--- src/lsq_config.svh ---
`ifndef LSQ_CONFIG_SVH
`define LSQ_CONFIG_SVH

// ============================================================
// Queue geometry
// ============================================================

// Number of queue entries
// Any power of two from 4 to 32 works since the tail simply wraps
`define LSQ_ENTRIES 8

// Width of an entry index, derived from the depth
`define LSQ_IW ($clog2(`LSQ_ENTRIES))

// ============================================================
// Data path widths
// ============================================================

// Virtual and physical address width
`define LSQ_AW 32
// Result value width
`define LSQ_DW 32
// Result flags width, carried on the command but not stored in an entry
`define LSQ_FW 8
// Program-order sequence number width
`define LSQ_SW 8

`endif

--- src/lsq_cmd_pkg.sv ---
`default_nettype none

`include "lsq_config.svh"

package lsq_cmd_pkg;

	// ============================================================
	// Command opcodes
	// ============================================================

	// One command per cycle, each aimed at a single entry
	// ENQ is the exception and always lands at the tail
	typedef enum logic [2:0] {
		OP_NOP    = 3'd0,
		OP_ENQ    = 3'd1,
		OP_SETADR = 3'd2,
		OP_INCADR = 3'd3,
		OP_SETRES = 3'd4,
		OP_INV    = 3'd5
	} lsq_op_e;

	// ============================================================
	// Command payload
	// ============================================================

	// Address view used by ENQ (virtual address) and SETADR (physical address)
	// The spare field pads the view out to the width of the result view
	typedef struct packed {
		logic [1:0]                             memsz;
		logic                                   load;
		logic                                   store;
		logic [`LSQ_FW+`LSQ_DW-`LSQ_AW-5:0]    spare;
		logic [`LSQ_AW-1:0]                     adr;
	} lsq_adr_view_t;

	// Result view used by SETRES and INV
	typedef struct packed {
		logic [`LSQ_FW-1:0] flags;
		logic [`LSQ_DW-1:0] value;
	} lsq_res_view_t;

	// The same payload word is read either way depending on the opcode
	typedef union packed {
		lsq_adr_view_t adr;
		lsq_res_view_t res;
	} lsq_payload_u;

endpackage

`default_nettype wire

--- src/lsq_entry_pkg.sv ---
`default_nettype none

`include "lsq_config.svh"

package lsq_entry_pkg;

	// ============================================================
	// Entry state
	// ============================================================

	// IDLE is a fresh entry
	// LINE_STEP marks an access that has moved on to its next 64-byte line
	// FORWARDED marks a load whose result came from a committing store
	typedef enum logic [1:0] {
		IDLE      = 2'b00,
		LINE_STEP = 2'b01,
		FORWARDED = 2'b11
	} lsq_state_e;

	// ============================================================
	// Access size
	// ============================================================

	// Byte, 16-bit wyde, 32-bit tetra and 64-bit octa
	// Loads must match the store size exactly to receive a forward
	typedef enum logic [1:0] {
		SZ_BYTE  = 2'd0,
		SZ_WYDE  = 2'd1,
		SZ_TETRA = 2'd2,
		SZ_OCTA  = 2'd3
	} lsq_memsz_e;

	// ============================================================
	// Program order
	// ============================================================

	// A larger number is younger
	// No wrap handling so a run stays below 2**LSQ_SW enqueues
	typedef logic [`LSQ_SW-1:0] lsq_seq_t;

endpackage

`default_nettype wire

--- src/lsq_cmd_decode.sv ---
`timescale 1ns/1ps
`default_nettype none

`include "lsq_config.svh"

module lsq_cmd_decode
	import lsq_cmd_pkg::*;
	import lsq_entry_pkg::*;
(
	input  logic                    clk,
	input  logic                    rst,
	input  logic                    cmd_valid,
	input  lsq_op_e                 cmd_op,
	input  logic [`LSQ_IW-1:0]      cmd_idx,
	input  lsq_payload_u            cmd_payload,
	input  logic                    cmd_commit,
	output logic [`LSQ_ENTRIES-1:0] enq_sel,
	output logic [`LSQ_ENTRIES-1:0] adr_sel,
	output logic [`LSQ_ENTRIES-1:0] inc_sel,
	output logic [`LSQ_ENTRIES-1:0] res_sel,
	output logic [`LSQ_ENTRIES-1:0] inv_sel,
	output lsq_payload_u            bc_payload,
	output logic                    bc_commit,
	output lsq_seq_t                bc_seq,
	output logic                    commit_scan,
	output logic [`LSQ_IW-1:0]      tail
);

	// Count of enqueues so far
	// The next operation is numbered one past it so the first gets 1
	lsq_seq_t seq_cnt;

	// One-hot forms of the command index and the tail
	logic [`LSQ_ENTRIES-1:0] idx_hot;
	logic [`LSQ_ENTRIES-1:0] tail_hot;

	logic is_enq;

	// ============================================================
	// Command decode
	// ============================================================

	assign is_enq = cmd_valid && (cmd_op == OP_ENQ);

	always_comb begin
		for (int i = 0; i < `LSQ_ENTRIES; i++) begin
			idx_hot[i] = (cmd_idx == i[`LSQ_IW-1:0]);
			tail_hot[i] = (tail == i[`LSQ_IW-1:0]);
		end
	end

	// ENQ ignores the index and takes the slot at the tail
	assign enq_sel = is_enq ? tail_hot : '0;
	assign adr_sel = (cmd_valid && cmd_op == OP_SETADR) ? idx_hot : '0;
	assign inc_sel = (cmd_valid && cmd_op == OP_INCADR) ? idx_hot : '0;
	assign res_sel = (cmd_valid && cmd_op == OP_SETRES) ? idx_hot : '0;
	assign inv_sel = (cmd_valid && cmd_op == OP_INV) ? idx_hot : '0;

	// Payload and commit go to every entry and only the selected one acts
	assign bc_payload = cmd_payload;
	assign bc_commit = cmd_commit;
	assign bc_seq = seq_cnt + 1'b1;

	// A committing invalidation triggers the store-to-load forward scan
	assign commit_scan = cmd_valid && (cmd_op == OP_INV) && cmd_commit;

	// ============================================================
	// Allocation tail and sequence counter
	// ============================================================

	// The issuer keeps at most LSQ_ENTRIES operations in flight, so the tail never overruns
	always_ff @(posedge clk) begin
		if (rst) begin
			tail <= '0;
			seq_cnt <= '0;
		end else if (is_enq) begin
			// Power-of-two depth lets the tail wrap on its own
			tail <= tail + 1'b1;
			seq_cnt <= seq_cnt + 1'b1;
		end
	end

endmodule

`default_nettype wire

--- src/lsq_entry.sv ---
`timescale 1ns/1ps
`default_nettype none

`include "lsq_config.svh"

module lsq_entry
	import lsq_cmd_pkg::*;
	import lsq_entry_pkg::*;
(
	input  logic               clk,
	input  logic               rst,
	input  logic               enq,
	input  logic               set_adr,
	input  logic               inc_adr,
	input  logic               set_res,
	input  logic               inv,
	input  lsq_payload_u       payload,
	input  logic               commit,
	input  lsq_seq_t           seq,
	input  logic               fwd_hit,
	input  logic [`LSQ_DW-1:0] fwd_data,
	output logic               valid,
	output logic               load,
	output logic               store,
	output logic               agen,
	output lsq_memsz_e         memsz,
	output logic [`LSQ_AW-1:0] vadr,
	output logic [`LSQ_AW-1:0] padr,
	output logic [5:0]         shift,
	output logic [`LSQ_DW-1:0] res,
	output logic               datav,
	output logic               loadv,
	output lsq_state_e         state,
	output lsq_seq_t           seq_no
);

	// ============================================================
	// Control state
	// ============================================================

	// Only one command reaches this entry per cycle
	// A forward hit never lands on the entry being invalidated, since that one is the store
	always_ff @(posedge clk) begin
		if (rst) begin
			valid <= 1'b0;
			load <= 1'b0;
			store <= 1'b0;
			agen <= 1'b0;
			datav <= 1'b0;
			loadv <= 1'b0;
			state <= IDLE;
		end else begin
			// Enqueue starts from a clean entry
			if (enq) begin
				valid <= 1'b1;
				load <= payload.adr.load;
				store <= payload.adr.store;
				agen <= 1'b0;
				datav <= 1'b0;
				loadv <= 1'b0;
				state <= IDLE;
			end
			// Translation is done and the physical address is now known
			if (set_adr) begin
				agen <= 1'b1;
			end
			// The access crossed a line, so it needs another translation
			if (inc_adr) begin
				agen <= 1'b0;
				state <= LINE_STEP;
			end
			if (set_res) begin
				datav <= 1'b1;
			end
			// On invalidate a load that was not committed keeps its data cached
			if (inv) begin
				valid <= 1'b0;
				load <= 1'b0;
				store <= 1'b0;
				agen <= 1'b0;
				datav <= 1'b0;
				loadv <= load && !commit;
				state <= IDLE;
			end
			if (fwd_hit) begin
				state <= FORWARDED;
			end
		end
	end

	// ============================================================
	// Payload fields
	// ============================================================

	always_ff @(posedge clk) begin
		if (enq) begin
			memsz <= lsq_memsz_e'(payload.adr.memsz);
			vadr <= payload.adr.adr;
			padr <= '0;
			shift <= '0;
			res <= '0;
			seq_no <= seq;
		end
		if (set_adr) begin
			padr <= payload.adr.adr;
			// The byte offset in the line is only taken on the first line
			if (state == IDLE) begin
				shift <= payload.adr.adr[5:0];
			end
		end
		// Step to the start of the next 64-byte line
		if (inc_adr) begin
			vadr <= {vadr[`LSQ_AW-1:6] + 1'b1, 6'd0};
		end
		// Flags in the result view are dropped
		if (set_res || inv) begin
			res <= payload.res.value;
		end
		if (fwd_hit) begin
			res <= fwd_data;
		end
	end

endmodule

`default_nettype wire

--- src/lsq_scan.sv ---
`timescale 1ns/1ps
`default_nettype none

`include "lsq_config.svh"

module lsq_scan
	import lsq_entry_pkg::*;
(
	input  logic                    clk,
	input  logic                    rst,
	input  logic                    commit_scan,
	input  logic [`LSQ_ENTRIES-1:0] inv_sel,
	input  logic [`LSQ_ENTRIES-1:0] valid,
	input  logic [`LSQ_ENTRIES-1:0] load,
	input  logic [`LSQ_ENTRIES-1:0] store,
	input  logic [`LSQ_ENTRIES-1:0] agen,
	input  logic [`LSQ_ENTRIES-1:0] loadv,
	input  logic [`LSQ_ENTRIES-1:0] datav,
	input  lsq_memsz_e              memsz [`LSQ_ENTRIES],
	input  logic [`LSQ_AW-1:0]      vadr [`LSQ_ENTRIES],
	input  logic [`LSQ_AW-1:0]      padr [`LSQ_ENTRIES],
	input  logic [5:0]              shift [`LSQ_ENTRIES],
	input  logic [`LSQ_DW-1:0]      res [`LSQ_ENTRIES],
	input  lsq_seq_t                seq_no [`LSQ_ENTRIES],
	input  lsq_state_e              state [`LSQ_ENTRIES],
	input  logic [`LSQ_IW-1:0]      rd_idx,
	output logic [`LSQ_ENTRIES-1:0] fwd_hit,
	output logic [`LSQ_DW-1:0]      fwd_data,
	output logic                    fwd_valid,
	output logic [`LSQ_ENTRIES-1:0] fwd_mask,
	output logic                    rd_valid,
	output lsq_state_e              rd_state,
	output logic [`LSQ_AW-1:0]      rd_vadr,
	output logic [`LSQ_AW-1:0]      rd_padr,
	output logic [5:0]              rd_shift,
	output logic [`LSQ_DW-1:0]      rd_res,
	output logic                    rd_loadv,
	output logic                    rd_datav
);

	// Index of the entry being invalidated
	logic [`LSQ_IW-1:0] s_idx;
	// Set when some younger entry makes the forward unsafe
	logic               dis;
	// Younger than the store
	logic [`LSQ_ENTRIES-1:0] younger;

	// ============================================================
	// Store-to-load forwarding
	// ============================================================

	// Turn the one-hot invalidate select back into an index
	always_comb begin
		s_idx = '0;
		for (int i = 0; i < `LSQ_ENTRIES; i++) begin
			if (inv_sel[i]) begin
				s_idx = s_idx | i[`LSQ_IW-1:0];
			end
		end
	end

	// All checks use entry state from before the commit edge
	always_comb begin
		dis = 1'b0;
		for (int j = 0; j < `LSQ_ENTRIES; j++) begin
			younger[j] = valid[j] && (seq_no[j] > seq_no[s_idx]);
			// A younger entry in the same 16-byte range, or with no address yet
			if (younger[j] && (!agen[j] || padr[j][`LSQ_AW-1:4] == padr[s_idx][`LSQ_AW-1:4])) begin
				// A later store owns the update of the loads after it
				if (store[j]) begin
					dis = 1'b1;
				end
				// A load of another size cannot take the store data as is
				if (load[j] && memsz[j] != memsz[s_idx]) begin
					dis = 1'b1;
				end
			end
		end
		for (int j = 0; j < `LSQ_ENTRIES; j++) begin
			fwd_hit[j] = commit_scan && store[s_idx] && !dis && younger[j] && load[j] &&
				(padr[j] == padr[s_idx]);
		end
	end

	assign fwd_data = res[s_idx];

	// Report the loads that were hit one cycle after the commit
	always_ff @(posedge clk) begin
		if (rst) begin
			fwd_valid <= 1'b0;
			fwd_mask <= '0;
		end else begin
			fwd_valid <= |fwd_hit;
			fwd_mask <= fwd_hit;
		end
	end

	// ============================================================
	// Read port
	// ============================================================

	assign rd_valid = valid[rd_idx];
	assign rd_state = state[rd_idx];
	assign rd_vadr = vadr[rd_idx];
	assign rd_padr = padr[rd_idx];
	assign rd_shift = shift[rd_idx];
	assign rd_res = res[rd_idx];
	assign rd_loadv = loadv[rd_idx];
	assign rd_datav = datav[rd_idx];

endmodule

`default_nettype wire

--- src/lsq_top.sv ---
`timescale 1ns/1ps
`default_nettype none

`include "lsq_config.svh"

module lsq_top
	import lsq_cmd_pkg::*;
	import lsq_entry_pkg::*;
(
	input  logic                    clk,
	input  logic                    rst,
	input  logic                    cmd_valid,
	input  lsq_op_e                 cmd_op,
	input  logic [`LSQ_IW-1:0]      cmd_idx,
	input  lsq_payload_u            cmd_payload,
	input  logic                    cmd_commit,
	input  logic [`LSQ_IW-1:0]      rd_idx,
	output logic                    fwd_valid,
	output logic [`LSQ_ENTRIES-1:0] fwd_mask,
	output logic                    rd_valid,
	output lsq_state_e              rd_state,
	output logic [`LSQ_AW-1:0]      rd_vadr,
	output logic [`LSQ_AW-1:0]      rd_padr,
	output logic [5:0]              rd_shift,
	output logic [`LSQ_DW-1:0]      rd_res,
	output logic                    rd_loadv,
	output logic                    rd_datav,
	output logic [`LSQ_IW-1:0]      tail
);

	// Per-entry command selects and broadcast fields
	logic [`LSQ_ENTRIES-1:0] enq_sel;
	logic [`LSQ_ENTRIES-1:0] adr_sel;
	logic [`LSQ_ENTRIES-1:0] inc_sel;
	logic [`LSQ_ENTRIES-1:0] res_sel;
	logic [`LSQ_ENTRIES-1:0] inv_sel;
	lsq_payload_u            bc_payload;
	logic                    bc_commit;
	lsq_seq_t                bc_seq;
	logic                    commit_scan;

	// Entry fields seen by the scanner
	logic [`LSQ_ENTRIES-1:0] valid;
	logic [`LSQ_ENTRIES-1:0] load;
	logic [`LSQ_ENTRIES-1:0] store;
	logic [`LSQ_ENTRIES-1:0] agen;
	logic [`LSQ_ENTRIES-1:0] loadv;
	logic [`LSQ_ENTRIES-1:0] datav;
	lsq_memsz_e              memsz [`LSQ_ENTRIES];
	logic [`LSQ_AW-1:0]      vadr [`LSQ_ENTRIES];
	logic [`LSQ_AW-1:0]      padr [`LSQ_ENTRIES];
	logic [5:0]              shift [`LSQ_ENTRIES];
	logic [`LSQ_DW-1:0]      res [`LSQ_ENTRIES];
	lsq_seq_t                seq_no [`LSQ_ENTRIES];
	lsq_state_e              state [`LSQ_ENTRIES];

	// Forward results back to the entries
	logic [`LSQ_ENTRIES-1:0] fwd_hit;
	logic [`LSQ_DW-1:0]      fwd_data;

	lsq_cmd_decode i_cmd_decode (
		.clk(clk), .rst(rst), .cmd_valid(cmd_valid), .cmd_op(cmd_op),
		.cmd_idx(cmd_idx), .cmd_payload(cmd_payload), .cmd_commit(cmd_commit),
		.enq_sel(enq_sel), .adr_sel(adr_sel), .inc_sel(inc_sel), .res_sel(res_sel),
		.inv_sel(inv_sel), .bc_payload(bc_payload), .bc_commit(bc_commit),
		.bc_seq(bc_seq), .commit_scan(commit_scan), .tail(tail)
	);

	// One entry per queue slot
	for (genvar g = 0; g < `LSQ_ENTRIES; g++) begin : g_entry
		lsq_entry i_entry (
			.clk(clk), .rst(rst), .enq(enq_sel[g]), .set_adr(adr_sel[g]),
			.inc_adr(inc_sel[g]), .set_res(res_sel[g]), .inv(inv_sel[g]),
			.payload(bc_payload), .commit(bc_commit), .seq(bc_seq),
			.fwd_hit(fwd_hit[g]), .fwd_data(fwd_data),
			.valid(valid[g]), .load(load[g]), .store(store[g]), .agen(agen[g]),
			.memsz(memsz[g]), .vadr(vadr[g]), .padr(padr[g]), .shift(shift[g]),
			.res(res[g]), .datav(datav[g]), .loadv(loadv[g]), .state(state[g]),
			.seq_no(seq_no[g])
		);
	end

	lsq_scan i_scan (
		.clk(clk), .rst(rst), .commit_scan(commit_scan), .inv_sel(inv_sel),
		.valid(valid), .load(load), .store(store), .agen(agen), .loadv(loadv),
		.datav(datav), .memsz(memsz), .vadr(vadr), .padr(padr), .shift(shift),
		.res(res), .seq_no(seq_no), .state(state), .rd_idx(rd_idx),
		.fwd_hit(fwd_hit), .fwd_data(fwd_data), .fwd_valid(fwd_valid),
		.fwd_mask(fwd_mask), .rd_valid(rd_valid), .rd_state(rd_state),
		.rd_vadr(rd_vadr), .rd_padr(rd_padr), .rd_shift(rd_shift), .rd_res(rd_res),
		.rd_loadv(rd_loadv), .rd_datav(rd_datav)
	);

endmodule

`default_nettype wire

--- config.mk ---
export PLATFORM = sky130hd
export DESIGN_NAME = lsq_top
export DESIGN_NICKNAME = d
export VERILOG_FILES = /design/src/lsq_cmd_pkg.sv /design/src/lsq_entry_pkg.sv /design/src/lsq_cmd_decode.sv /design/src/lsq_entry.sv /design/src/lsq_scan.sv /design/src/lsq_top.sv
export VERILOG_INCLUDE_DIRS = /design/src
export SDC_FILE = /design/constraint.sdc
export NUM_CORES = 2
export LEC_CHECK = 0
export BUFFER_PORTS_ARGS = -buffer_cell sky130_fd_sc_hd__buf_2
export CORE_AREA = 2 2 364 438
export DETAILED_ROUTE_END_ITERATION = 10
export DIE_AREA = 0 0 366 440
export GPL_ROUTABILITY_DRIVEN = 0
export PLACE_DENSITY_LB_ADDON = 0.2
export SYNTH_ARGS = -nofsm -noshare
export SYNTH_HDL_FRONTEND = slang
export SYNTH_HIERARCHICAL = 1
export SYNTH_SLANG_ARGS = --single-unit
--- constraint.sdc ---
create_clock -name clk -period 8.3 [get_ports clk]
set_clock_uncertainty 0.1 [all_clocks]
set_input_delay 0.415 -clock clk [delete_from_list [all_inputs] [get_ports clk]]
set_output_delay 0.415 -clock clk [all_outputs]
set_load 0.005 [all_outputs]
* Word-level counts from Yosys, hierarchy flattened
Index checks and enable logic that the tools add are counted.
** Word-level totals
- Bits in registers :: 980
- Input port bits :: 53
- Output and inout port bits :: 119
- Word-level logic and storage cells :: 555
** Operators by class
- $add $sub $neg :: 10
- Magnitude comparators :: 12
- Equal/unequal tests :: 43
- Muxes and demuxes :: 207
- Bitwise operators :: 2
- Reductions and logical operators :: 165
** Operators with widths (number)
- two-way mux 32 bit :: 58
- binary-select mux 32 bit (select 3 bit) :: 5
- == test 32 bit :: 8
- == test 28 bit :: 8
- adder 26 x 1 -> 26 bit (second input constant) :: 8
- two-way mux 6 bit :: 26
- two-way mux 2 bit :: 38
- > comparator 8 bit :: 8
- logical AND 1 bit :: 64
- nonzero test 2 bit :: 32
- two-way mux 1 bit :: 61
- two-way mux 8 bit :: 7
- nonzero test 4 bit :: 8
- == test 3 bit (second input constant) :: 10
- binary-select mux 8 bit (select 3 bit) :: 1
- nonzero test 3 bit :: 8
- OR reduction 3 bit :: 8
- binary-select mux 6 bit (select 3 bit) :: 1
- == test 3 x 2 -> 1 bit (second input constant) :: 6
- logical NOT 2 bit :: 8
- logical OR 1 bit :: 16
- != test 2 bit :: 8
- OR reduction 2 bit :: 8
- binary-select mux 1 bit (select 3 bit) :: 4
- other kinds (11) :: 30

* Longest topological paths before layout
- Depth in word-level cells :: 45
- Gate-level depth with buffers :: 28
- Depth with buffers taken out :: 20

* Hierarchy
The synthesis kept the hierarchy.
** Modules (own cells, without submodules)
- lsq_entry :: times used 8, cells each 403, area an instance 5099.9 µm², sequential area each 3403.3 µm²
- lsq_scan :: times used 1, cells each 1649, area an instance 17281.6 µm², sequential area each 180.2 µm²
- lsq_cmd_decode :: times used 1, cells each 174, area an instance 1229.9 µm², sequential area each 220.2 µm²

* Worst setup path before layout
OpenSTA, ideal clock, no wires.
- Path kind :: input to register
- Start point :: in cmd_op[1]
- End point :: reg g_entry[4].i_entry.res[0] (enable)
- Arrival time :: 7.215 ns
- Required time :: 7.811 ns
- Setup slack :: 0.596 ns
- Stages on the path :: 27
- Buffers on the path :: 9
- Cells stage by stage :: nand4b_1 nor2_1 buf_4 buf_4 clkbuf_1 or4_1 clkbuf_1 buf_1 mux4_2 mux2i_1 ha_1 nor2b_1 o21a_1 o21ai_0 a21oi_1 o221ai_1 or4_1 nor3_1 and3_1 or4_1 buf_2 buf_6 nor3_1 clkbuf_1 clkbuf_1 nor2_1 nand2_1
** On the way
- Elaborated cells on any way between the ends :: 117
- Classes of those cells :: order compare (8); eq/ne (20); mux (44); bitwise (1); reduce/logical (44)
** RTL lines
- start, declared :: RTL line lsq_top.sv:13 : input lsq_op_e cmd_op,
- == test 3 bit * :: RTL line lsq_cmd_decode.sv:57 : assign inv_sel = (cmd_valid && cmd_op == OP_INV) ? idx_hot : '0;
- logical AND 1 bit * :: RTL line lsq_cmd_decode.sv:57
- two-way mux 8 bit * :: RTL line lsq_cmd_decode.sv:57
- net inv_sel[3] :: RTL line lsq_top.sv:36 : logic [`LSQ_ENTRIES-1:0] inv_sel;
- two-way mux 2 bit * :: RTL line lsq_scan.sv:56 : if (inv_sel[i]) begin
- two-way mux 3 bit * (4 in series) :: RTL line lsq_scan.sv:56
- inverter 3 -> 4 bit (not written as such)
- binary-select mux 8 bit (select 3 bit) (tied with other cells) :: RTL line lsq_scan.sv:66 : younger[j] = valid[j] && (seq_no[j] > seq_no[s_idx]);
- [... 24 more ...]
- two-way mux 1 bit :: RTL line lsq_scan.sv:70 : if (store[j]) begin
- two-way mux 1 bit :: RTL line lsq_scan.sv:74 : if (load[j] && memsz[j] != memsz[s_idx]) begin
- two-way mux 1 bit :: RTL line lsq_scan.sv:68 : if (younger[j] && (!agen[j] || padr[j][`LSQ_AW-1:4] == padr[s_idx][`LSQ_AW-1:4])) begin
- logical NOT 1 bit :: RTL line lsq_scan.sv:80 : fwd_hit[j] = commit_scan && store[s_idx] && !dis && younger[j] && load[j] &&
- logical AND 1 bit (3 in series) :: RTL line lsq_scan.sv:80
- logical AND 1 bit * :: RTL line lsq_scan.sv:80
- net fwd_hit[4] :: RTL line lsq_top.sv:58 : logic [`LSQ_ENTRIES-1:0] fwd_hit;
- nonzero test 3 bit (no line) *
- end signal, assigned :: RTL line lsq_entry.sv:117 : res <= payload.res.value;
- end signal, assigned :: RTL line lsq_entry.sv:120 : res <= fwd_data;
- end, declared :: RTL line lsq_entry.sv:30 : output logic [`LSQ_DW-1:0] res,
The timed path passes the listed nets; every way through them passes the cells marked *. The select of a mux whose other input is x is not followed.
A chain may end at the register's enable or synchronous reset.

* Worst setup path after layout
- Start point :: in cmd_op[1]
- End point :: reg g_entry[2].i_entry.res[31], data pin
** On the way
- Elaborated cells on any way between the ends :: 118
- Classes of those cells :: order compare (8); eq/ne (19); mux (48); bitwise (1); reduce/logical (42)
** RTL lines
- == test 3 bit * :: RTL line lsq_cmd_decode.sv:57
- logical AND 1 bit * :: RTL line lsq_cmd_decode.sv:57
- two-way mux 8 bit * :: RTL line lsq_cmd_decode.sv:57
- net inv_sel[3] :: RTL line lsq_top.sv:36
- two-way mux 2 bit * :: RTL line lsq_scan.sv:56
- two-way mux 3 bit * (4 in series) :: RTL line lsq_scan.sv:56
- inverter 3 -> 4 bit (not written as such)
- binary-select mux 8 bit (select 3 bit) (tied with other cells) :: RTL line lsq_scan.sv:66
- [... 24 more ...]
- two-way mux 1 bit :: RTL line lsq_scan.sv:70
- two-way mux 1 bit :: RTL line lsq_scan.sv:74
- two-way mux 1 bit :: RTL line lsq_scan.sv:68
- logical NOT 1 bit :: RTL line lsq_scan.sv:80
- logical AND 1 bit (3 in series) :: RTL line lsq_scan.sv:80
- logical AND 1 bit * :: RTL line lsq_scan.sv:80
- net fwd_hit[2] :: RTL line lsq_top.sv:58
- two-way mux 32 bit * :: RTL line lsq_entry.sv:119 : if (fwd_hit) begin
- end signal, assigned :: RTL line lsq_entry.sv:117
- end signal, assigned :: RTL line lsq_entry.sv:120
- end, declared :: RTL line lsq_entry.sv:30
Marked as above.

==> impl_summary.log <==
INFO  metric numClockSinks = 980
INFO  metric die_y = 440 um
INFO  metric clock_latency = 760 ps
INFO  metric routed_wl = 232.8 mm
INFO  metric num_rows = 160
INFO  metric setup.worst_path.class = input pin to flip-flop
INFO  metric worstPathArrival = 7570 ps
INFO  metric portBuffers = 167
INFO  metric cts_buffers = 109
INFO  metric postLayoutCoreUtil = 42.30%
INFO  metric setup-violations-final = 0
INFO  metric synth-warning-count = 6
INFO  metric final.min_clock_period = 7058 ps
INFO  metric nets = 5223
INFO  metric cts_hold_repair.buffers = 6
INFO  metric wl_per_cell = 31.90 um
INFO  metric boundary_pin_count = 172
INFO  metric layout-area-overhead-vs-synth = 12.29%
INFO  metric critical-path-top-cell-by-count = sky130_fd_sc_hd__buf_4
INFO  metric cts.htree.levels = 3
INFO  metric library_cell_used_as_clock_root_buffer = sky130_fd_sc_hd__clkbuf_16
INFO  metric worst_supply_voltage_drop_on_vdd = 184.2 uV
INFO  metric routed_via_density = 6.366
INFO  metric antenna_found_initial = 21
INFO  metric post-route-drc-count = 0
INFO  metric layout_worst_path_cycle_share = 85.04%
INFO  metric report.final.slew_viol_count = 0
INFO  metric p_total = 0.01135 W
INFO  metric netlist_instances = 5043
INFO  metric clk_pin_slew = 70 ps
INFO  metric critPathRequiredTime = 8810 ps
INFO  metric grt_remaining_overflow = 0
INFO  metric max-slew-margin-rel = 19.14%
INFO  metric cp_max_fo = 127
INFO  metric n_fill_cell = 14.95k
INFO  metric drt.antenna.violating_nets = 0
INFO  metric vias_in_the_first_global_route = 45.53k
INFO  metric grt_util_all_layers = 28.10%
INFO  metric placed_cell_area = 62750 um2
INFO  metric p_leak = 21.33 nW
INFO  metric drive_above_1_share = 20.80%
INFO  metric power.density = 170.5 nW/um2
INFO  metric die_area = 161000 um2
INFO  metric finalSetupTns = 0 ps
INFO  metric worstHoldPathType = input pin to flip-flop
INFO  metric report.final.hold_viol_count = 0
INFO  metric die_width = 366 um
INFO  metric crit_slowest_cell = sky130_fd_sc_hd__nor4_1
INFO  metric mappedNetlistNets = 5175
INFO  metric drtPass1Iterations = 5
INFO  metric worst_setup_path_end_kind = flip-flop
INFO  metric hold-worst-slack = 139.4 ps
INFO  metric clock_tree.buffer_depth = 3
INFO  metric largest_net_degree_at_the_start_of_global_routing = 128
INFO  metric postLayoutCellArea = 66560 um2
INFO  metric synthesis.area_per_instance = 11.76 um2
INFO  metric run_status = finished clean
INFO  metric drt_iter0_markers = 4915
INFO  metric cp_slowest_stage_delay = 870 ps
INFO  metric fmaxAchievable = 141.7 MHz
INFO  metric rsz0062_at_grt = false
INFO  metric gates_resized_cts_repair = 0
INFO  metric startpoint_type = input pin
INFO  metric hpwl = 149.0 mm
INFO  metric crit_path_cell_trace = buf_2, nand4b_1, buf_4, nor2_4, buf_12, nor4_4, buf_4, buf_12, a2111oi_0, nor4_2, buf_4, xnor2_1, nand4_1, nor4_1, nand2_1, a211oi_1, or4_1, nor3_2, buf_4, nor2_4, buf_12, a22o_1
INFO  metric max_cap_violations = 0
INFO  metric grt_pass1_wl = 330.7 mm
INFO  metric worstMarginPinSlew = 1212 ps
INFO  metric cts_post_setup_buffers_inserted = 0
INFO  metric tritoncts = built
INFO  metric core_area = 157400 um2
INFO  metric syn_area = 59280 um2
INFO  metric routed-via-count = 46.46k
INFO  metric starting_density_of_the_core = 37.67%
where the power goes:
part / switching (W) / internal [W]
logic: 0.000562 / 0.000321
clock network: 0.00223 / 0.00287
registers: 0.0000434 / 0.00533
total: 0.00283 / 0.00851
layer usage:
metal	global-route usage (%)	wire length (um)	vias up	part of all wire (%)
met5	0	92	-	0.040
met4	16.02	14490	14	6.2
met3	4.893	17990	595	7.7
met2	46.74	111400	2324	48
met1	34.54	88810	23590	38
li1	-	-	19940	-
sequential cells by signal, indices dropped and copies added, names as in the netlist:
name and cells:
i_cmd_decode/tail 3, g_entry.i_entry/state 16, g_entry.i_entry/shift 48, g_entry.i_entry/vadr 256
g_entry.i_entry/seq_no 64, g_entry.i_entry/res 256, g_entry.i_entry/store 8, g_entry.i_entry/datav 8
i_scan/fwd_valid 1, i_cmd_decode/seq_cnt 8, i_scan/fwd_mask 8, g_entry.i_entry/valid 8
g_entry.i_entry/loadv 8, g_entry.i_entry/load 8, g_entry.i_entry/padr 256, g_entry.i_entry/agen 8
g_entry.i_entry/memsz 16
metrics by stage:
step	instances	setup WS, ps
final	7297	1242
after floorplan	5043	596.0
after CTS	7294	1489
after detailed placement	7080	710.7
after global placement	7080	756.9
after global routing	7295	1023
layout by cell type (no fill, tap or decap), types with 16 or more instances in the layout:
cell                        instances
sky130_fd_sc_hd__xor2_1            86
sky130_fd_sc_hd__nor4_1            49
sky130_fd_sc_hd__o211ai_1          17
sky130_fd_sc_hd__and3_1            63
sky130_fd_sc_hd__a31oi_1           48
sky130_fd_sc_hd__o41a_1           122
sky130_fd_sc_hd__nand4b_1          18
sky130_fd_sc_hd__mux2i_1           71
sky130_fd_sc_hd__a2111oi_0         87
sky130_fd_sc_hd__o21ai_0          183
sky130_fd_sc_hd__edfxtp_1         800
sky130_fd_sc_hd__inv_1             35
sky130_fd_sc_hd__nor2_1           203
sky130_fd_sc_hd__nand2b_1          22
sky130_fd_sc_hd__or4_1             23
sky130_fd_sc_hd__o311ai_0          24
sky130_fd_sc_hd__clkinv_2          26
sky130_fd_sc_hd__nand2_1          523
sky130_fd_sc_hd__buf_2            163
sky130_fd_sc_hd__and2_1           257
sky130_fd_sc_hd__nand4_1          148
sky130_fd_sc_hd__nor2_2            20
sky130_fd_sc_hd__nor4_2            33
sky130_fd_sc_hd__mux4_2           294
sky130_fd_sc_hd__a22o_1           264
sky130_fd_sc_hd__buf_4            163
sky130_fd_sc_hd__and4_1            24
sky130_fd_sc_hd__nand3_1          112
sky130_fd_sc_hd__mux2_2           107
sky130_fd_sc_hd__a221oi_1          28
sky130_fd_sc_hd__clkinv_1          16
sky130_fd_sc_hd__clkbuf_16        117
sky130_fd_sc_hd__nor2_4            21
sky130_fd_sc_hd__dfxtp_1          180
sky130_fd_sc_hd__a221o_1           40
sky130_fd_sc_hd__ha_1              79
sky130_fd_sc_hd__nor3_1            88
sky130_fd_sc_hd__xnor2_1          296
sky130_fd_sc_hd__a21oi_1           65
final cells by class:
class | instances | area, um2 | share of cell area (%)
multi-input cells | 3608 | 29970 | 45.02
flip-flops and latches | 980 | 27630 | 41.50
clock buffers | 146 | 3171 | 4.763
well taps | 2106 | 2635 | 3.959
repair buffers | 349 | 2421 | 3.637
clock inverters | 62 | 575.6 | 0.8647
inverters | 43 | 161.4 | 0.2425
diodes | 3 | 7.507 | 0.01128
final timing paths:
kind | startpoint | to | slack, ps | cells past startpoint
hold reg to reg | g_entry[0].i_entry/shift[5] | g_entry[0].i_entry/shift[5] | 370 | 2
setup reg to reg | g_entry[6].i_entry/seq_no[5] | g_entry[0].i_entry/res[5] | 2320 | 18
hold / removal | cmd_payload[1] | g_entry[1].i_entry/shift[1] | 140 | 3
setup / recovery | cmd_op[1] | g_entry[2].i_entry/res[31] | 1240 | 22
critical path, delay by kind of cell:
family | cells | cell delay [ps]
XOR/XNOR | 1 | 550
buffers and inverters | 8 | 2210
AO/OA/AOI/OAI | 3 | 1050
AND/OR/NAND/NOR | 10 | 3180
Note: power is estimated with default switching activity, not from simulation.
